$ cat config.mk
export PLATFORM = sky130hd
export DESIGN_NAME = pi_mem_flat
export DESIGN_NICKNAME = d
export VERILOG_FILES = /design/src/common/pi_pkg.sv /design/src/common/pi_slave_if.sv /design/src/hw/pi_mem/pi_mem.sv /design/src/flat_wrapper.sv
export SDC_FILE = /design/constraint.sdc
export NUM_CORES = 2
export LEC_CHECK = 0
export ABC_AREA = 1
export BUFFER_PORTS_ARGS = -buffer_cell sky130_fd_sc_hd__buf_4
export CAP_MARGIN = 20
export CELL_PAD_IN_SITES_DETAIL_PLACEMENT = 1
export CELL_PAD_IN_SITES_GLOBAL_PLACEMENT = 1
export CORE_MARGIN = 4
export CORE_UTILIZATION = 45
export DETAILED_ROUTE_END_ITERATION = 6
export GPL_ROUTABILITY_DRIVEN = 0
export PLACE_DENSITY = 0.79
export SLEW_MARGIN = 10
export SYNTH_ARGS = -nofsm -noshare
export SYNTH_HDL_FRONTEND = slang
export SYNTH_SLANG_ARGS = --single-unit
$ cat constraint.sdc
create_clock -name m_clk_i -period 4.9 [get_ports m_clk_i]
set_clock_uncertainty 0.1 [all_clocks]
set_input_delay 0.735 -clock m_clk_i [delete_from_list [all_inputs] [get_ports m_clk_i]]
set_output_delay 0.735 -clock m_clk_i [all_outputs]
set_load 0.005 [all_outputs]
$ cat src/common/pi_pkg.sv
/* shared memory port definitions */

package pi_pkg;

	// memory operation codes as issued by a master and seen by the slave
	typedef enum logic [1:0] {
		// nothing to do in this turn
		PI_NOOP = 2'd0,
		// write the selected bytes of the word
		PI_WROP = 2'd1,
		// read a whole word
		PI_RDOP = 2'd2,
		// write the selected bytes and return the word as it was before
		PI_RWOP = 2'd3
	} pi_op_e;

	// number of master ports sharing the memory
	localparam int PI_MASTERS = 3;

	// width of a master index, which is also the queue slot index
	localparam int PI_MIDX_BITS = 2;

	// queue pointers carry one wrap bit above the slot index
	localparam int PI_PTR_BITS = PI_MIDX_BITS + 1;

	// data word width and the byte lanes within it
	localparam int PI_ARCH_BITS = 16;
	localparam int PI_SEL_BITS = 2;
	localparam int PI_BYTE_BITS = PI_ARCH_BITS / PI_SEL_BITS;

	// word address as seen by the masters
	localparam int PI_ADDR_BITS = 15;

	// the memory only decodes the low address bits of its depth
	localparam int PI_MEM_WORDS = 256;
	localparam int PI_MEM_ABITS = $clog2(PI_MEM_WORDS);

endpackage

$ cat src/common/pi_slave_if.sv
/* queue to slave memory link */

`timescale 1ns/1ns

interface pi_slave_if;

	import pi_pkg::*;

	// operation presented by the queue, NOOP while the queue is empty
	pi_op_e op;

	// word address of the operation
	logic [PI_ADDR_BITS-1:0] addr;

	// write data and its byte lanes
	logic [PI_ARCH_BITS-1:0] wdata;
	logic [PI_SEL_BITS-1:0] sel;

	// word returned for a read or a read-write
	// valid at the next edge where rdy is high after the operation was taken
	logic [PI_ARCH_BITS-1:0] rdata;

	// the slave takes a non-NOOP op at every edge where this is high
	logic rdy;

	// arbiter queue side
	modport queue_mp (output op, output addr, output wdata, output sel,
		input rdata, input rdy);

	// memory side
	modport mem_mp (input op, input addr, input wdata, input sel,
		output rdata, output rdy);

endinterface

$ cat src/hw/pi_mem/pi_mem.sv
/* byte-select slave memory */

`timescale 1ns/1ns

module pi_mem (
	input logic m_clk_i,
	input logic rst_i,
	pi_slave_if.mem_mp slv
);

	import pi_pkg::*;

	logic [PI_ARCH_BITS-1:0] mem_q [PI_MEM_WORDS];

	// high in the second cycle of a read-write, which is when the new bytes go in
	logic rw_phase;

	// read-write operands held over into the second phase
	logic [PI_MEM_ABITS-1:0] rw_addr;
	logic [PI_ARCH_BITS-1:0] rw_wdata;
	logic [PI_SEL_BITS-1:0] rw_sel;

	logic acc;
	logic acc_rd;
	logic acc_rw;
	logic [PI_MEM_ABITS-1:0] acc_addr;

	// one write port shared by plain writes and the read-write second phase
	logic wr_en;
	logic [PI_MEM_ABITS-1:0] wr_addr;
	logic [PI_ARCH_BITS-1:0] wr_data;
	logic [PI_SEL_BITS-1:0] wr_sel;

	// ready only drops while the read-write finishes its write
	assign slv.rdy = !rw_phase;

	// an operation is taken at every ready edge that carries a real opcode
	assign acc = slv.rdy && (slv.op != PI_NOOP);
	assign acc_rw = acc && (slv.op == PI_RWOP);
	assign acc_rd = acc && (slv.op == PI_RDOP || slv.op == PI_RWOP);

	// the upper address bits fall outside the memory and are not decoded
	assign acc_addr = slv.addr[PI_MEM_ABITS-1:0];

	always_comb begin
		if (rw_phase) begin
			wr_en = 1'b1;
			wr_addr = rw_addr;
			wr_data = rw_wdata;
			wr_sel = rw_sel;
		end else begin
			wr_en = acc && (slv.op == PI_WROP);
			wr_addr = acc_addr;
			wr_data = slv.wdata;
			wr_sel = slv.sel;
		end
	end

	always_ff @(posedge m_clk_i) begin
		if (rst_i) begin
			rw_phase <= 1'b0;
		end else begin
			rw_phase <= acc_rw;
		end
	end

	// the old word is captured before the read-write touches it
	// rdata then holds until the next read is taken
	always_ff @(posedge m_clk_i) begin
		if (acc_rd) begin
			slv.rdata <= mem_q[acc_addr];
		end
		if (acc_rw) begin
			rw_addr <= acc_addr;
			rw_wdata <= slv.wdata;
			rw_sel <= slv.sel;
		end
	end

	// bytes whose select is low keep their old value
	always_ff @(posedge m_clk_i) begin
		if (wr_en) begin
			for (int b = 0; b < PI_SEL_BITS; b++) begin
				if (wr_sel[b]) begin
					mem_q[wr_addr][b*PI_BYTE_BITS +: PI_BYTE_BITS] <=
						wr_data[b*PI_BYTE_BITS +: PI_BYTE_BITS];
				end
			end
		end
	end

	// a stall lasts a single cycle, so the queue never waits longer than that
	a_rdy_stall: assert property (@(posedge m_clk_i) disable iff (rst_i)
		!slv.rdy |=> slv.rdy);

endmodule

$ cat src/flat_wrapper.sv
// flat-port wrapper written by rule: the top's interface ports become plain ports
module pi_mem_flat import pi_pkg::*;
  (m_clk_i, rst_i, slv_op, slv_addr, slv_wdata, slv_sel, slv_rdata, slv_rdy);
  pi_slave_if slv_i ();
  input logic m_clk_i;
  input logic rst_i;
  input wire logic [$bits(slv_i.op)-1:0] slv_op;
  input wire logic [$bits(slv_i.addr)-1:0] slv_addr;
  input wire logic [$bits(slv_i.wdata)-1:0] slv_wdata;
  input wire logic [$bits(slv_i.sel)-1:0] slv_sel;
  output wire logic [$bits(slv_i.rdata)-1:0] slv_rdata;
  output wire logic [$bits(slv_i.rdy)-1:0] slv_rdy;
  assign slv_i.op = slv_op;
  assign slv_i.addr = slv_addr;
  assign slv_i.wdata = slv_wdata;
  assign slv_i.sel = slv_sel;
  assign slv_rdata = slv_i.rdata;
  assign slv_rdy = slv_i.rdy;
  pi_mem u_core (.m_clk_i(m_clk_i), .rst_i(rst_i), .slv(slv_i));
endmodule
Yosys cells after proc, flatten, opt, wreduce, memory -nomap -nowiden --
Memories as Yosys holds them, arrays and structs flattened. A register that Yosys moved wholly into a read port is not among the register bits. Index checks and enable logic that the tools add are counted.
Storage, ports and cells: register bits 27, bits in writable memories 4096, bits of input ports 37, output and inout port bits 17, logic and storage cells 25, memories kept 1
Memory list:
- u_core.mem_q | depth 256, width 16, rd ports 1, clocked after memory_dff 1, write ports 1, line pi_mem.sv:13 | logic [PI_ARCH_BITS-1:0] mem_q [PI_MEM_WORDS];
Cells by class: equal/unequal tests 3, mux-type cells 10, reduce and logical (&&, ||, !) cells 7
Operators by type and width (number):
- $mux W16 | 1
- $mux W8 | 1
- $mux W1 | 7
- $eq A2 B2 Y1 const B | 2
- $logic_and A1 B1 Y1 | 4
- $eq A2 B1 Y1 const B | 1
- $mux W2 | 1
- $reduce_bool A2 Y1 | 1
- $logic_not A1 Y1 | 1
- $logic_or A1 B1 Y1 | 1

Depth between registers and ports, before layout --
depth after elaboration 6, depth in mapped cells 15, mapped depth without buffers 11

Worst setup path after synthesis --
No wires, ideal clock.
path kind reg-to-reg, from reg u_core.rw_phase, to mem u_core.mem_q[0][5], data pin, library setup time 0.824 ns, arrival 4.186 ns, data required time 3.976 ns, setup slack -0.210 ns, cell stages (with the launch flop) 6, path buffers 3, clock period less this slack 5.110 ns, cells stage by stage dfxtp_1 > buf_4 > buf_1 > clkbuf_1 > nand2_1 > nand2_1
On the way: word-level cells in the longest chain between the ends 1
Ends and longest elaborated chain:
- start: declaration | line pi_mem.sv:16 | logic rw_phase;
- start signal: assignment | line pi_mem.sv:63 | rw_phase <= acc_rw;
- $mux W16 | line pi_mem.sv:46 | if (rw_phase) begin
- net u_core.wr_data[5] | line pi_mem.sv:31 | logic [PI_ARCH_BITS-1:0] wr_data;
- end: declaration | line pi_mem.sv:13
The timed path passes the listed nets, and every way through them passes these cells.

Worst setup path in the final report --
from reg u_core.rw_phase, to mem u_core.mem_q[190][12], enable pin
On the way: word-level cells in the longest chain between the ends 6, elaborated cells on any way between the ends 9, classes of those cells mux (6); reduce/logical (3)
Ends and longest elaborated chain:
- $logic_not A1 Y1 | line pi_mem.sv:35 | assign slv.rdy = !rw_phase;
- $logic_and A1 B1 Y1 | line pi_mem.sv:38 | assign acc = slv.rdy && (slv.op != PI_NOOP);
- $logic_and A1 B1 Y1 | line pi_mem.sv:52 | wr_en = acc && (slv.op == PI_WROP);
- $mux W1 | line pi_mem.sv:46
- $mux W1 | line pi_mem.sv:82 | if (wr_en) begin
- $mux W1 (not written as such) | line pi_mem.sv:85 | mem_q[wr_addr][b*PI_BYTE_BITS +: PI_BYTE_BITS] <=
Parallel ways exist; a longest one is shown, timed or not.

==> metrics list <==
* Result of the run: completed
* Chip height: 621.5 microns
* Fraction of post-synthesis cell area in the top cell type by area: 0.7336
* First-pass detailed-route iteration total: 6
* Number of clock buffers inserted by TritonCTS: 420
* Initial core utilization: 0.4513
* Utilization after layout: 0.5088
- STA puts the critical path data arrival time at 4.40 ns.
- The most used flip-flop cell after synthesis is sky130_fd_sc_hd__edfxtp_1.
- For this design the static power due to leakage is 66.68 nW.
- Std-Cell Core Area: 375,300 sq um
- Die extent in x: 621.5 microns
- DRC errors left: 0
- Detailed placer's ending HPWL: 335,200 microns
- Clk sink count: 4,139
- Unique cell type count in the Yosys netlist: 22
- The floorplan has 225 rows.
* Drt initial violations: 14,650
- Worst setup margin: 0.9584 ns
* Number of antenna violations at the first check in global routing: 24
* Number of ports placed on the die boundary: 54
- H-Tree Depth: 5
- Entering global routing, the biggest net connects 159 pins.
- Final setup fails: 0
- Most common cell after layout, fill and taps aside: sky130_fd_sc_hd__nand2_1
- In this run, synthesis inferred 4,138 flip-flops with an integrated enable.
* Insertion delay to the later sink of the worst-skew pair: 0.98 ns
* Commonest non-fill, non-tap cells in the layout: sky130_fd_sc_hd__nand2_1, sky130_fd_sc_hd__edfxtp_1, sky130_fd_sc_hd__nand3_1
- Maximum VDD drop: 0.0003434 V
- Dividing the detail-routed via count by the number of cells gives 6.069.
* Routed length per placed instance: 28.08 microns
- Data on the critical path is required at its endpoint by 5.36 ns.
- TritonCTS built the clock tree.
- sky130_fd_sc_hd__edfxtp_1 takes more of the synthesized area than any other cell.
- Time the worst path needs with I/O delays and setup: 3.942 ns
* Number of storage elements in the synthesis netlist: 4,139
- The path class of the tightest hold or removal check is in -> reg.
- Once the clock tree was built, the setup fixing pass inserted 0 buffers.
- In the final layout, the share of cells above drive strength 1 is 0.09599.
- The via count of the first global-routing pass is 126,400.
- Timing would allow up to 253.7 MHz.
- Number of standard cells in the final layout excluding fillers: 19,830
- Cells after Synth: 14,250
* Final clock period utilization by the worst path: 0.8044
- Measured against its own limit, the worst slew margin works out to 0.1424.
* Final hold violation count: 0
* Area of the mapped netlist: 169,400 sq um
- No sink is reached through more buffers than the 4 on the longest clock path.
- After synthesis, the share of flip-flops with an asynchronous set or reset is 0.
- During synthesis, Yosys emitted a total of 0 warnings.
* Capturing element type of the critical path: flip-flop
* Startpoint types: flip-flop
- The tree is rooted in a sky130_fd_sc_hd__clkbuf_16.
* Antenna-violating nets left: 0
- Max-slew violation total from the final report: 0
* Average instance area after synthesis: 11.88 sq um
* Tot GR Track Use: 0.2805
- Aggregate routed wire length: 556,800 microns
* Sequential-to-total area share from yosys stat: 0.7338
- At the placement stage, the worst setup path has a slack of 0.7628 ns.
- The floorplan step defined a die boundary enclosing 386,300 sq um.
- Summing over every cut layer, the via total after detailed routing is 120,300.
- Count of placed standard cells including taps: 19,030
* Post-Route Setup TNS: 0 ns
- Registers take 124,300 sq um.
- RSZ-0062 raised after global routing: false
- When the netlist entered floorplanning its net count stood at 14,290.
- Final net count: 14,510
- Transition at the pin with the smallest max-transition slack: 1.286 ns
- The tool flagged a number of max-cap violations equal to 0.
* Worst Path Class, Setup: reg -> reg
- In the post-synthesis netlist, the biggest area contributors are sky130_fd_sc_hd__edfxtp_1, sky130_fd_sc_hd__nand3_1, sky130_fd_sc_hd__nand2_1.
- Filler instances: 38,420
* Area occupied by multi-input gates: 39,720 sq um
- # port buffers: 46
- CP Max Fanout: 10
- Dividing total power by cell area gives a power density of 396.6 nW/um^2.
- Clock transition at the registers of the reported paths: 0.06 ns
- On the final layout, the worst hold slack is 0.1635 ns.
- Area growth from synthesis to layout: 12.72%
* Wire length of the first global-routing pass: 820,700 microns
- GR Overflow Total: 0
==> power breakdown <==
part | switching [mW] | leakage (nW) | total (mW) | internal (mW)
registers | 0.0392 | 37.3 | 39.3 | 39.3
clock network | 13.8 | 6.39 | 31.1 | 17.3
logic | 4.13 | 23.0 | 5.29 | 1.16
==> sequential cells by signal, indices dropped and copies added, names as in the netlist <==
| register | flops |
|---|---|
| u_core.mem_q | 4096 |
| u_core.rw_wdata | 16 |
| u_core.slv.rdata | 16 |
| u_core.rw_addr | 8 |
| u_core.rw_sel | 2 |
| u_core.rw_phase | 1 |
==> per-layer routing <==
metal  vias to the layer above  part of all wire  global-route usage
met1                     61420              0.37              0.3493
met3                      1486             0.085             0.04853
met2                      6401              0.49              0.4742
li1                      51020                 -                   -
met5                         -           0.00021                   0
met4                        16             0.054              0.1388
==> metrics by stage <==
stage          power [mW]  area, sq um
2_1_floorplan       43.10       169400
3_3_place_gp        44.91       177600
3_5_place_dp        45.16       177600
4_1_cts             75.87       190900
5_1_grt             77.86       190900
6_report            75.71       190900
==> final cells by class <==
class,count,share of cell area
Tap cell,4994,0.03273
Inverter,19,0.0006095
Antenna cell,11,0.0001442
Clock buffer,515,0.05736
Timing Repair Buffer,795,0.03921
Multi-Input combinational cell,9100,0.2080
Sequential cell,4139,0.6510
Clock inverter,256,0.01095
==> worst paths after layout <==
path              depth (start not counted)  slack (ns)                              end                           from
hold reg to reg                           2        0.94  u_core.mem_q[199][13]$_DFFE_PP_  u_core.rw_wdata[13]$_DFFE_PP_
setup / recovery                          8        0.96  u_core.mem_q[190][12]$_DFFE_PP_     u_core.rw_phase$_SDFF_PP0_
setup reg to reg                          8        0.96  u_core.mem_q[190][12]$_DFFE_PP_     u_core.rw_phase$_SDFF_PP0_
hold / removal                            1        0.16      u_core.rw_addr[3]$_DFFE_PP_                    slv_addr[3]
==> what timing repair did <==
| item | in CTS | in global routing |
|---|---|---|
| endpoints found under the hold margin | 19 | 0 |
| gates resized for setup | 0 | 0 |
| hold buffers | 20 | 0 |
| setup endpoints to repair | 0 | 0 |
==> kinds of logic (layout without fill, tap and decap cells) <==
family	count (synthesis)	in the layout	synth area share
simple gates	9091	9091	0.2325
flops	4139	4139	0.7338
buf+inv	1015	1585	0.03326
compound gates	9	9	0.0004432
other cells	0	11	0
==> critical path, stage by stage (launching register included) <==
cell and delay, ns:
sky130_fd_sc_hd__dfxtp_2 0.64, sky130_fd_sc_hd__inv_2 0.20, sky130_fd_sc_hd__or2_1 0.28, sky130_fd_sc_hd__o21ai_2 0.13, sky130_fd_sc_hd__nand2_2 0.22, sky130_fd_sc_hd__nor2_4 0.71
sky130_fd_sc_hd__buf_4 0.35, sky130_fd_sc_hd__nand2_1 0.11, sky130_fd_sc_hd__nor2_1 0.76
==> Yosys cell counts (10+ instances only) <==
cell	number
sky130_fd_sc_hd__inv_1	10
sky130_fd_sc_hd__buf_4	73
sky130_fd_sc_hd__nor2_2	16
sky130_fd_sc_hd__nand3_1	4032
sky130_fd_sc_hd__buf_1	93
sky130_fd_sc_hd__buf_2	534
sky130_fd_sc_hd__nor2_1	513
sky130_fd_sc_hd__nand2_2	13
sky130_fd_sc_hd__buf_6	117
sky130_fd_sc_hd__nand2_1	4491
sky130_fd_sc_hd__nor2_4	16
sky130_fd_sc_hd__edfxtp_1	4138
sky130_fd_sc_hd__clkbuf_1	179
Power figures use the tool's default switching activity.
