$ cat src/common/pi_pkg.sv
/* shared memory port definitions */

package pi_pkg;

	// memory operation codes as issued by a master and seen by the slave
	typedef enum logic [1:0] {
		// nothing to do in this turn
		PI_NOOP = 2'd0,
		// write the selected bytes of the word
		PI_WROP = 2'd1,
		// read a whole word
		PI_RDOP = 2'd2,
		// write the selected bytes and return the word as it was before
		PI_RWOP = 2'd3
	} pi_op_e;

	// number of master ports sharing the memory
	localparam int PI_MASTERS = 3;

	// width of a master index, which is also the queue slot index
	localparam int PI_MIDX_BITS = 2;

	// queue pointers carry one wrap bit above the slot index
	localparam int PI_PTR_BITS = PI_MIDX_BITS + 1;

	// data word width and the byte lanes within it
	localparam int PI_ARCH_BITS = 16;
	localparam int PI_SEL_BITS = 2;
	localparam int PI_BYTE_BITS = PI_ARCH_BITS / PI_SEL_BITS;

	// word address as seen by the masters
	localparam int PI_ADDR_BITS = 15;

	// the memory only decodes the low address bits of its depth
	localparam int PI_MEM_WORDS = 256;
	localparam int PI_MEM_ABITS = $clog2(PI_MEM_WORDS);

endpackage

$ cat src/common/pi_slave_if.sv
/* queue to slave memory link */

`timescale 1ns/1ns

interface pi_slave_if;

	import pi_pkg::*;

	// operation presented by the queue, NOOP while the queue is empty
	pi_op_e op;

	// word address of the operation
	logic [PI_ADDR_BITS-1:0] addr;

	// write data and its byte lanes
	logic [PI_ARCH_BITS-1:0] wdata;
	logic [PI_SEL_BITS-1:0] sel;

	// word returned for a read or a read-write
	// valid at the next edge where rdy is high after the operation was taken
	logic [PI_ARCH_BITS-1:0] rdata;

	// the slave takes a non-NOOP op at every edge where this is high
	logic rdy;

	// arbiter queue side
	modport queue_mp (output op, output addr, output wdata, output sel,
		input rdata, input rdy);

	// memory side
	modport mem_mp (input op, input addr, input wdata, input sel,
		output rdata, output rdy);

endinterface

$ cat src/hw/pi_queue/pi_queue.sv
/* multi-master arbiter queue */

`timescale 1ns/1ns

module pi_queue (
	input logic m_clk_i,
	input logic rst_i,
	input pi_pkg::pi_op_e m_op_i [pi_pkg::PI_MASTERS],
	input logic [pi_pkg::PI_MASTERS-1:0][pi_pkg::PI_ADDR_BITS-1:0] m_addr_i,
	input logic [pi_pkg::PI_MASTERS-1:0][pi_pkg::PI_ARCH_BITS-1:0] m_data_i,
	input logic [pi_pkg::PI_MASTERS-1:0][pi_pkg::PI_SEL_BITS-1:0] m_sel_i,
	output logic [pi_pkg::PI_MASTERS-1:0][pi_pkg::PI_ARCH_BITS-1:0] m_data_o,
	output logic [pi_pkg::PI_MASTERS-1:0] m_rdy_o,
	pi_slave_if.queue_mp slv
);

	import pi_pkg::*;

	// every master owns exactly one slot, so the queue is PI_MASTERS deep
	pi_op_e slot_op [PI_MASTERS];
	logic [PI_ADDR_BITS-1:0] slot_addr [PI_MASTERS];
	logic [PI_ARCH_BITS-1:0] slot_data [PI_MASTERS];
	logic [PI_SEL_BITS-1:0] slot_sel [PI_MASTERS];

	// write pointer follows the master rotation, read pointer the slave
	logic [PI_PTR_BITS-1:0] wr_ptr;
	logic [PI_PTR_BITS-1:0] rd_ptr;
	logic [PI_PTR_BITS-1:0] wr_ptr_n;
	logic [PI_PTR_BITS-1:0] rd_ptr_n;
	logic [PI_MIDX_BITS-1:0] wr_idx;
	logic [PI_MIDX_BITS-1:0] rd_idx;

	// slot of the last read or read-write taken by the slave
	// ret_vld stays high until its word comes back
	logic ret_vld;
	logic [PI_MIDX_BITS-1:0] ret_idx;
	logic ret_vld_n;
	logic [PI_MIDX_BITS-1:0] ret_idx_n;

	logic q_empty;
	logic wr_take;
	logic rd_adv;
	logic [PI_MASTERS-1:0] rdy_n;

	// step a pointer to the next slot, toggling the wrap bit after the last master
	function automatic logic [PI_PTR_BITS-1:0] ptr_inc(input logic [PI_PTR_BITS-1:0] p);
		if (p[PI_MIDX_BITS-1:0] == PI_MIDX_BITS'(PI_MASTERS - 1)) begin
			return {~p[PI_PTR_BITS-1], {PI_MIDX_BITS{1'b0}}};
		end
		return p + 1'b1;
	endfunction

	// number of queued slots between the two pointers
	function automatic logic [PI_PTR_BITS-1:0] q_fill(input logic [PI_PTR_BITS-1:0] wr,
		input logic [PI_PTR_BITS-1:0] rd);
		logic [PI_PTR_BITS-1:0] wi;
		logic [PI_PTR_BITS-1:0] ri;
		wi = {1'b0, wr[PI_MIDX_BITS-1:0]};
		ri = {1'b0, rd[PI_MIDX_BITS-1:0]};
		if (wr[PI_PTR_BITS-1] == rd[PI_PTR_BITS-1]) begin
			return wi - ri;
		end
		return wi + PI_PTR_BITS'(PI_MASTERS) - ri;
	endfunction

	// master readiness for a given queue state
	// only the master at the write slot may go, and not while the queue is full
	// when near full the free slot is the one the slave just took, and if that
	// was a read its word has not landed in m_data_o yet
	function automatic logic [PI_MASTERS-1:0] rdy_calc(input logic [PI_PTR_BITS-1:0] wr,
		input logic [PI_PTR_BITS-1:0] rd, input logic pend_vld,
		input logic [PI_MIDX_BITS-1:0] pend_idx);
		logic [PI_PTR_BITS-1:0] fill;
		logic full;
		logic near_full;
		logic slot_pend;
		logic [PI_MASTERS-1:0] rdy;
		fill = q_fill(wr, rd);
		full = (fill == PI_PTR_BITS'(PI_MASTERS));
		near_full = (fill == PI_PTR_BITS'(PI_MASTERS - 1));
		slot_pend = pend_vld && (pend_idx == wr[PI_MIDX_BITS-1:0]);
		for (int i = 0; i < PI_MASTERS; i++) begin
			rdy[i] = (wr[PI_MIDX_BITS-1:0] == PI_MIDX_BITS'(i)) && !full &&
				!(near_full && slot_pend);
		end
		return rdy;
	endfunction

	assign wr_idx = wr_ptr[PI_MIDX_BITS-1:0];
	assign rd_idx = rd_ptr[PI_MIDX_BITS-1:0];
	assign q_empty = (wr_ptr == rd_ptr);

	// the master that holds the turn always hands over its inputs, even a NOOP
	assign wr_take = |m_rdy_o;

	// the head slot only leaves when the slave takes it, so back-pressure stalls it
	assign rd_adv = !q_empty && slv.rdy;

	// the slave sees the head slot one cycle after the master handed it in
	assign slv.op = q_empty ? PI_NOOP : slot_op[rd_idx];
	assign slv.addr = slot_addr[rd_idx];
	assign slv.wdata = slot_data[rd_idx];
	assign slv.sel = slot_sel[rd_idx];

	always_comb begin
		wr_ptr_n = wr_take ? ptr_inc(wr_ptr) : wr_ptr;
		rd_ptr_n = rd_adv ? ptr_inc(rd_ptr) : rd_ptr;
		// the return tracker moves only on slave ready edges
		// a taken read or read-write has opcode bit 1 set
		ret_vld_n = ret_vld;
		ret_idx_n = ret_idx;
		if (slv.rdy) begin
			ret_vld_n = rd_adv && slot_op[rd_idx][1];
			if (rd_adv) begin
				ret_idx_n = rd_idx;
			end
		end
		// readiness is registered from the next state so it is low in reset
		rdy_n = rdy_calc(wr_ptr_n, rd_ptr_n, ret_vld_n, ret_idx_n);
	end

	always_ff @(posedge m_clk_i) begin
		if (rst_i) begin
			wr_ptr <= '0;
			rd_ptr <= '0;
			ret_vld <= 1'b0;
			ret_idx <= '0;
			m_rdy_o <= '0;
		end else begin
			wr_ptr <= wr_ptr_n;
			rd_ptr <= rd_ptr_n;
			ret_vld <= ret_vld_n;
			ret_idx <= ret_idx_n;
			m_rdy_o <= rdy_n;
		end
	end

	// load the slot of the master that holds the turn
	always_ff @(posedge m_clk_i) begin
		if (wr_take) begin
			slot_op[wr_idx] <= m_op_i[wr_idx];
			slot_addr[wr_idx] <= m_addr_i[wr_idx];
			slot_data[wr_idx] <= m_data_i[wr_idx];
			slot_sel[wr_idx] <= m_sel_i[wr_idx];
		end
	end

	// route the returned word to the master whose slot asked for it
	always_ff @(posedge m_clk_i) begin
		if (slv.rdy && ret_vld) begin
			m_data_o[ret_idx] <= slv.rdata;
		end
	end

	// only one master may hold the turn in a cycle
	a_rdy_onehot: assert property (@(posedge m_clk_i) disable iff (rst_i)
		$onehot0(m_rdy_o));

	// the rotation can never run a full queue of work ahead of the slave
	a_ptr_span: assert property (@(posedge m_clk_i) disable iff (rst_i)
		q_fill(wr_ptr, rd_ptr) <= PI_PTR_BITS'(PI_MASTERS));

endmodule

$ cat src/flat_wrapper.sv
// flat-port wrapper written by rule: the top's interface ports become plain ports
module pi_queue_flat import pi_pkg::*;
  (m_clk_i, rst_i, m_op_i, m_addr_i, m_data_i, m_sel_i, m_data_o, m_rdy_o, slv_op, slv_addr, slv_wdata, slv_sel, slv_rdata, slv_rdy);
  pi_slave_if slv_i ();
  input logic m_clk_i;
  input logic rst_i;
  input pi_pkg::pi_op_e m_op_i[pi_pkg::PI_MASTERS];
  input logic [pi_pkg::PI_MASTERS-1:0][pi_pkg::PI_ADDR_BITS-1:0] m_addr_i;
  input logic [pi_pkg::PI_MASTERS-1:0][pi_pkg::PI_ARCH_BITS-1:0] m_data_i;
  input logic [pi_pkg::PI_MASTERS-1:0][pi_pkg::PI_SEL_BITS-1:0] m_sel_i;
  output logic [pi_pkg::PI_MASTERS-1:0][pi_pkg::PI_ARCH_BITS-1:0] m_data_o;
  output logic [pi_pkg::PI_MASTERS-1:0] m_rdy_o;
  output wire logic [$bits(slv_i.op)-1:0] slv_op;
  output wire logic [$bits(slv_i.addr)-1:0] slv_addr;
  output wire logic [$bits(slv_i.wdata)-1:0] slv_wdata;
  output wire logic [$bits(slv_i.sel)-1:0] slv_sel;
  input wire logic [$bits(slv_i.rdata)-1:0] slv_rdata;
  input wire logic [$bits(slv_i.rdy)-1:0] slv_rdy;
  assign slv_op = slv_i.op;
  assign slv_addr = slv_i.addr;
  assign slv_wdata = slv_i.wdata;
  assign slv_sel = slv_i.sel;
  assign slv_i.rdata = slv_rdata;
  assign slv_i.rdy = slv_rdy;
  pi_queue u_core (.m_clk_i(m_clk_i), .rst_i(rst_i), .m_op_i(m_op_i), .m_addr_i(m_addr_i), .m_data_i(m_data_i), .m_sel_i(m_sel_i), .m_data_o(m_data_o), .m_rdy_o(m_rdy_o), .slv(slv_i));
endmodule
$ cat config.mk
export PLATFORM = sky130hd
export DESIGN_NAME = pi_queue_flat
export DESIGN_NICKNAME = d
export VERILOG_FILES = /design/src/common/pi_pkg.sv /design/src/common/pi_slave_if.sv /design/src/hw/pi_queue/pi_queue.sv /design/src/flat_wrapper.sv
export SDC_FILE = /design/constraint.sdc
export NUM_CORES = 1
export LEC_CHECK = 0
export BUFFER_PORTS_ARGS = -buffer_cell sky130_fd_sc_hd__buf_4
export CAP_MARGIN = 20
export CORE_UTILIZATION = 46
export CTS_BUF_LIST = sky130_fd_sc_hd__clkbuf_4
export DETAILED_ROUTE_END_ITERATION = 10
export PLACE_DENSITY = 0.84
export SLEW_MARGIN = 20
export SYNTH_ARGS = -nofsm -noshare
export SYNTH_HDL_FRONTEND = slang
export SYNTH_SLANG_ARGS = --single-unit
$ cat constraint.sdc
create_clock -name m_clk_i -period 11.1 [get_ports m_clk_i]
set_input_delay 2.22 -clock m_clk_i [delete_from_list [all_inputs] [get_ports m_clk_i]]
set_output_delay 2.22 -clock m_clk_i [all_outputs]
set_load 0.01 [all_outputs]
Word level (Yosys, flattened, before mapping)
Memory sizes are Yosys's and may differ from the RTL's. A register that Yosys moved wholly into a read port is not among the register bits. Cells that the tools add are included.

Order comparisons: 4. Add/sub/neg operators: 5. Reduce and logical (&&, ||, !) cells: 17. Muxes and demuxes: 33. Bitwise logic cells: 3. Equality and inequality tests: 9.

Operators with widths (count): 48-bit bitwise mux (1); 16-bit binary-select mux with 2-bit select (1); 16-bit demux with 2-bit select (1); 16-bit two-way mux (2); 15-bit binary-select mux with 2-bit select (1); 3-bit two-way mux (8); 2-bit two-way mux (10); 15-bit two-way mux (1); 1-bit logical AND (12); 2-bit binary-select mux with 2-bit select (2); 3-bit by 1-bit adder with 3-bit output, second input constant (2); 2-bit equality test, second input constant (3); 3-bit by 2-bit equality test with 1-bit output, second input constant (2); 2-bit by 3-bit less-than comparator with 1-bit output, second input constant (2); 1-bit two-way mux (6); 2-bit by 2-bit adder with 3-bit output, second input constant (1); 3-bit equality test (1); 3-bit >= comparator, second input constant (1); 1-bit logical NOT (3); 2-bit inverter with 3-bit output (1); 3-bit OR reduction (1); 2-bit by 2-bit subtractor with 3-bit output (1); 3-bit by 2-bit subtractor with 3-bit output (1); 2-bit by 1-bit equality test with 1-bit output, second input constant (1); other kinds (5) (6).

Input bits: 124. Memories kept: 4. Flip-flop bits (word level): 60. Memory bits (writable): 105.

Memories: u_core.slot_data (words 3, bits a word 16, rd ports 1, clocked after memory_dff 1, wr ports 1, line pi_queue.sv:22) `logic [PI_ARCH_BITS-1:0] slot_data [PI_MASTERS];`; u_core.slot_addr (words 3, bits a word 15, rd ports 1, clocked after memory_dff 1, wr ports 1, line pi_queue.sv:21) `logic [PI_ADDR_BITS-1:0] slot_addr [PI_MASTERS];`; u_core.slot_op (words 3, bits a word 2, rd ports 1, clocked after memory_dff 1, wr ports 1, line pi_queue.sv:20) `pi_op_e slot_op [PI_MASTERS];`; u_core.slot_sel (words 3, bits a word 2, rd ports 1, clocked after memory_dff 1, wr ports 1, line pi_queue.sv:23) `logic [PI_SEL_BITS-1:0] slot_sel [PI_MASTERS];`.

Longest topological paths before layout
Word-level depth: 11. Gate-level depth with buffers: 12.

Least setup slack after synthesis
Ideal clock, no wire load.

Path type: register to register. Start: register u_core.m_rdy_o[0] in the netlist's numbering. End: register u_core.m_rdy_o[0] in the netlist's numbering. Library setup time: 86 ps. Stages on the path, launching flop included: 8. Arrival time: 4728 ps. Slack: 6287 ps. Period minus slack after synthesis: 4813 ps. Required time: 11014 ps. Cell sequence: dfxtp_1 -> nor3_2 -> nor3b_1 -> a21oi_1 -> fa_1 -> nand3b_1 -> o21ai_1 -> a211oi_1.

Cells in the longest elaborated chain, start to end: 9. Elaborated cells on any way between the ends: 19.

Ends and longest elaborated chain: start: declaration (line pi_queue.sv:13) `output logic [pi_pkg::PI_MASTERS-1:0] m_rdy_o,`; start signal: assignment (line pi_queue.sv:134) `m_rdy_o <= rdy_n;`; 3-bit OR reduction * (line pi_queue.sv:94) `assign wr_take = |m_rdy_o;`; 3-bit two-way mux * (line pi_queue.sv:106) `wr_ptr_n = wr_take ? ptr_inc(wr_ptr) : wr_ptr;`; 2-bit by 2-bit adder with 3-bit output (tied with other cells) (line pi_queue.sv:63) `return wi + PI_PTR_BITS'(PI_MASTERS) - ri;`; 3-bit by 2-bit subtractor with 3-bit output (tied with other cells) (line pi_queue.sv:63); 3-bit two-way mux (line pi_queue.sv:63); 3-bit by 2-bit equality test with 1-bit output (on tied branches) (line pi_queue.sv:79, pi_queue.sv:80); 1-bit logical NOT / 1-bit logical AND (equally long branches) (line pi_queue.sv:83, pi_queue.sv:84); 1-bit logical AND / 1-bit logical NOT (equally long branches) (line pi_queue.sv:83, pi_queue.sv:84); 1-bit logical AND * (line pi_queue.sv:83) `rdy[i] = (wr[PI_MIDX_BITS-1:0] == PI_MIDX_BITS'(i)) && !full &&`.

Every way passes the cells marked *; elsewhere a longest branch is shown, timed or not. The select of a mux whose other input is x is not followed. A chain may end at the register's enable or synchronous reset.

Worst setup path in the final report
Start: register u_core.rd_ptr[0]. End: output slv_op[1].

Cells in the longest elaborated chain, start to end: 2.

Ends and longest elaborated chain: start: declaration (line pi_queue.sv:27) `logic [PI_PTR_BITS-1:0] rd_ptr;`; start signal: assignment (line pi_queue.sv:131) `rd_ptr <= rd_ptr_n;`; 3-bit equality test (line pi_queue.sv:91) `assign q_empty = (wr_ptr == rd_ptr);`; 2-bit two-way mux (line pi_queue.sv:100) `assign slv.op = q_empty ? PI_NOOP : slot_op[rd_idx];`; end: declaration (line flat_wrapper.sv:13) `output wire logic [$bits(slv_i.op)-1:0] slv_op;`.

Every way passes these cells.

==> metrics.md <==
| Metric | Value |
|---|---|
| IO Pins | `210` |
| CP top delay family | `flip-flops` |
| TritonCTS clock tree | `built` |
| Fillers | `1075` |
| Layout cells sized above 1 | `0.3864` |
| Via/cell ratio | `a little over 5` |
| Global placement routability congestion | `approximately 0.84` |
| Max-Slew Margin vs Limit | `0.4545` |
| Area post-placement | `approximately 8600 um2` |
| Final max-slew violation count | `0` |
| Initial antenna violation count | `0` |
| Leak pwr | `0.003234 uW` |
| Setup TNS | `0 ns` |
| Buf+Inv Stages, Crit Path | `2` |
| Initial Utilization | `0.4804` |
| Clock latency on the worst-skew pair | `0.53 ns` |
| First-pass GRT wire length | `approximately 22 mm` |
| Largest net degree at the start of global routing | `76` |
| Clock buffer depth | `2` |
| Total of max-cap violations | `0` |
| Required time of the critical path | `around 9 ns` |
| Total power per unit cell area | `around 240 nW/um2` |
| Worst setup SP type | `flop` |
| Critical path type | `reg2out` |
| Clock network fraction of design power | `0.145` |
| CTS Buf Count | `17` |
| Post-Syn Area | `between 6000 and 7000 um2` |
| Footprint of the multi-input gates | `about 1800 um2` |
| Final wirelength | `between 10 and 15 mm` |
| H-Tree Depth | `4` |
| Vias in the first global route | `4555` |
| Post-DRT Antenna Nets | `0` |
| Yosys warnings | `0` |
| Design Area, Final | `8822 um2` |
| Fmax | `208.3 MHz` |
| Post-place setup slack | `between 6 and 7 ns` |
| Post-CTS Resized | `0` |
| Final worst slack | `roughly 6.3 ns` |
| Total grt overflow | `0` |
| RSZ-0062 raised after global routing | `no` |
| CTS Sinks | `165` |
| GRT Overall Usage | `0.1975` |
| WL per Instance | `16.57 um` |
| Status | `finished clean` |
| Die X | `123.3 um` |
| Hold_buf cts | `0` |
| Layout area overhead | `30.28%` |
| DRC Markers | `0` |
| Clock period minus worst slack | `between 4 and 5 ns` |
| Fin. Hold Viols | `0` |
| Register area share after synthesis | `0.7140` |
| CTS Root Cell | `clkbuf_4` |
| Combinational cell fraction of total power | `0.402` |
| Highest Signal Layer | `met4` |
| Chip Height | `~120 um` |
| Placed cells | `839` |
| Core area | `14100 um2` |
| Cell row count | `43` |
| Crit-path most repeated cell | `buf_4` |
| Crit path cell chain | `buf_4 > xor2_2 > nor3_1 > nor2_1 > buf_4` |
| Tot Pwr | `2089 uW` |
| Crit-path slowest cell | `dfxtp_2` |
| Tcrit/Tclk final | `0.4324` |
| Tightest Pin Transition | `about 0.82 ns` |
| Port Buffers | `209` |
| Avg Cell Area, Syn | `14.47 um2` |
| Crit Path Max Fanout | `21` |
| Share of power burned in registers | `0.453` |
| Drt pass-1 iters | `5` |
| Slowest stage delay, CP | `about 0.75 ns` |
| Min-Delay Path Class | `reg2reg` |
| Syn nets | `just under 600` |
| Nets | `around 810` |
| DRT iter0 DRCs | `approximately 190` |
| Clock transition at path regs | `about 0.12 ns` |
| P_sw | `roughly 730 uW` |
| Cells after synthesis | `between 400 and 500` |
| Post-CTS setup buffer count | `0` |
| Switching part of the total | `0.3504` |
| Final setup vio count | `0` |
| Worst Setup End Kind | `output port` |
| Metal3 WL | `between 1 and 1.5 mm` |
| Die area | `between 15000 and 20000 um2` |
| Routed length on met1 | `5.382 mm` |
| Metal2 WL | `7.202 mm` |
| Internal power | `1357 uW` |
| CP arrival | `2.58 ns` |
| Worst VDD drop | `~0.00014 V` |
| Register Area | `about 4800 um2` |
| DR vias | `4451` |
| Synth unique cells | `31` |
| Post-DP HPWL | `just over 10 mm` |
| #FFs+latches synth | `between 150 and 200` |
| Antenna Cells | `0` |
| Final Instance Count excl. Fillers | `a little under 900` |
| Skew final | `just under 0.01 ns` |
## power groups by stage
stage / logic, uW / registers (uW) / clock network [uW]
2_1_floorplan: 493 / 948 / 0
3_3_place_gp: 812 / 954 / 0
3_5_place_dp: 844 / 963 / 0
4_1_cts: 847 / 948 / 314
5_1_grt: 920 / 959 / 334
6_report: 839 / 946 / 304
## layout make-up
cell class,instances,area share
Sequential cell,165,0.5484
Multi-Input combinational cell,269,0.2095
Timing Repair Buffer,218,0.1859
Tap cell,180,0.02553
Clock buffer,21,0.01787
Clock inverter,11,0.009786
Inverter,7,0.002978
## worst register-to-register path: cells and delay by family, from the launching register on
family / cells / cell delay (ns)
AO/OA/AOI/OAI: 4 / 1.12
flip-flops: 1 / 0.75
buffers and inverters: 2 / 0.58
AND/OR/NAND/NOR: 2 / 0.20
XOR/XNOR: 1 / 0.18
adder cells (fa/ha/maj): 1 / 0.54
## cell families after synthesis
family | after synthesis | share of synthesized area
compound gates | 83 | 0.06837
xor+xnor | 9 | 0.01719
fa+ha+maj | 4 | 0.009608
buf+inv | 34 | 0.01977
flops | 165 | 0.7140
mux | 74 | 0.1096
simple gates | 99 | 0.06153
## synth_stat cells
master / count / area [um2]
o21ai_0: 68 / 340.3
o31ai_2: 2 / 25.02
fa_1: 2 / 40.04
nor3_1: 5 / 25.02
o311a_4: 1 / 21.27
nor2_1: 11 / 41.29
o31ai_1: 1 / 7.510
mux2i_1: 73 / 730.7
edfxtp_1: 153 / 4594
xnor2_1: 3 / 26.28
xor2_2: 3 / 48.80
nor2b_1: 2 / 12.51
buf_2: 5 / 25.02
nand3b_1: 2 / 15.01
xor2_1: 2 / 17.52
xnor3_2: 1 / 23.77
dfxtp_1: 12 / 240.2
o21ai_1: 1 / 5.000
a21oi_1: 5 / 25.02
inv_1: 7 / 26.28
nor3b_1: 4 / 30.03
nand2_1: 73 / 274.0
a211oi_1: 3 / 22.52
or3b_2: 1 / 8.760
ha_1: 2 / 25.02
a21o_1: 1 / 7.510
nor3_2: 1 / 10.01
clkbuf_1: 18 / 67.56
buf_1: 4 / 15.01
o41ai_1: 1 / 8.760
mux2_2: 1 / 11.26
## routing by layer
| metal | GRT usage | vias to the layer above |
|---|---|---|
| met3 | 0.05535 | 31 |
| met2 | 0.3516 | 232 |
| met4 | 0.09940 | 0 |
| met1 | 0.2144 | 2044 |
| met5 | 0 | - |
| li1 | - | 2144 |
## cell usage in the layout, fill, tap and decap left out, drive strengths merged
master    synthesis  final
a211oi            3      3
a21o              1      1
a21oi             5      5
buf               9    218
bufinv            0      1
clkbuf           18     21
clkinv            0      9
clkinvlp          0      1
dfxtp            12     12
edfxtp          153    153
fa                2      2
ha                2      2
inv               7      7
mux2              1      1
mux2i            73     73
nand2            73     73
nand3b            2      2
nor2             11     11
nor2b             2      2
nor3              6      6
nor3b             4      4
o21ai            69     69
o311a             1      1
o31ai             3      3
o41ai             1      1
or3b              1      1
xnor2             3      3
xnor3             1      1
xor2              5      5
## sequential cells by signal (all words and copies together) (netlist names), 3 cells and up
register          cells
u_core.slot_sel       6
u_core.slot_data     48
u_core.m_data_o      48
u_core.m_rdy_o        3
u_core.wr_ptr         3
u_core.rd_ptr         3
u_core.slot_op        6
u_core.slot_addr     45
## through the flow
step / hold slack (ns) / util
5_1_grt: 0.6520 / 0.6259
3_5_place_dp: 0.5593 / 0.6077
2_1_floorplan: 0.4962 / -
3_3_place_gp: 0.5578 / 0.6069
4_1_cts: 0.5944 / 0.6250
6_report: 0.5884 / 0.6259
## path summary, 6_finish.rpt
check                         from  slack [ns]                end  cells past startpoint
hold / removal      u_core.ret_vld        0.59     u_core.ret_vld                      2
setup / recovery  u_core.rd_ptr[0]        6.30          slv_op[1]                      5
hold reg to reg     u_core.ret_vld        0.59     u_core.ret_vld                      2
setup reg to reg  u_core.rd_ptr[0]        7.65  u_core.m_rdy_o[0]                     10
Power figures use the tool's default switching activity.
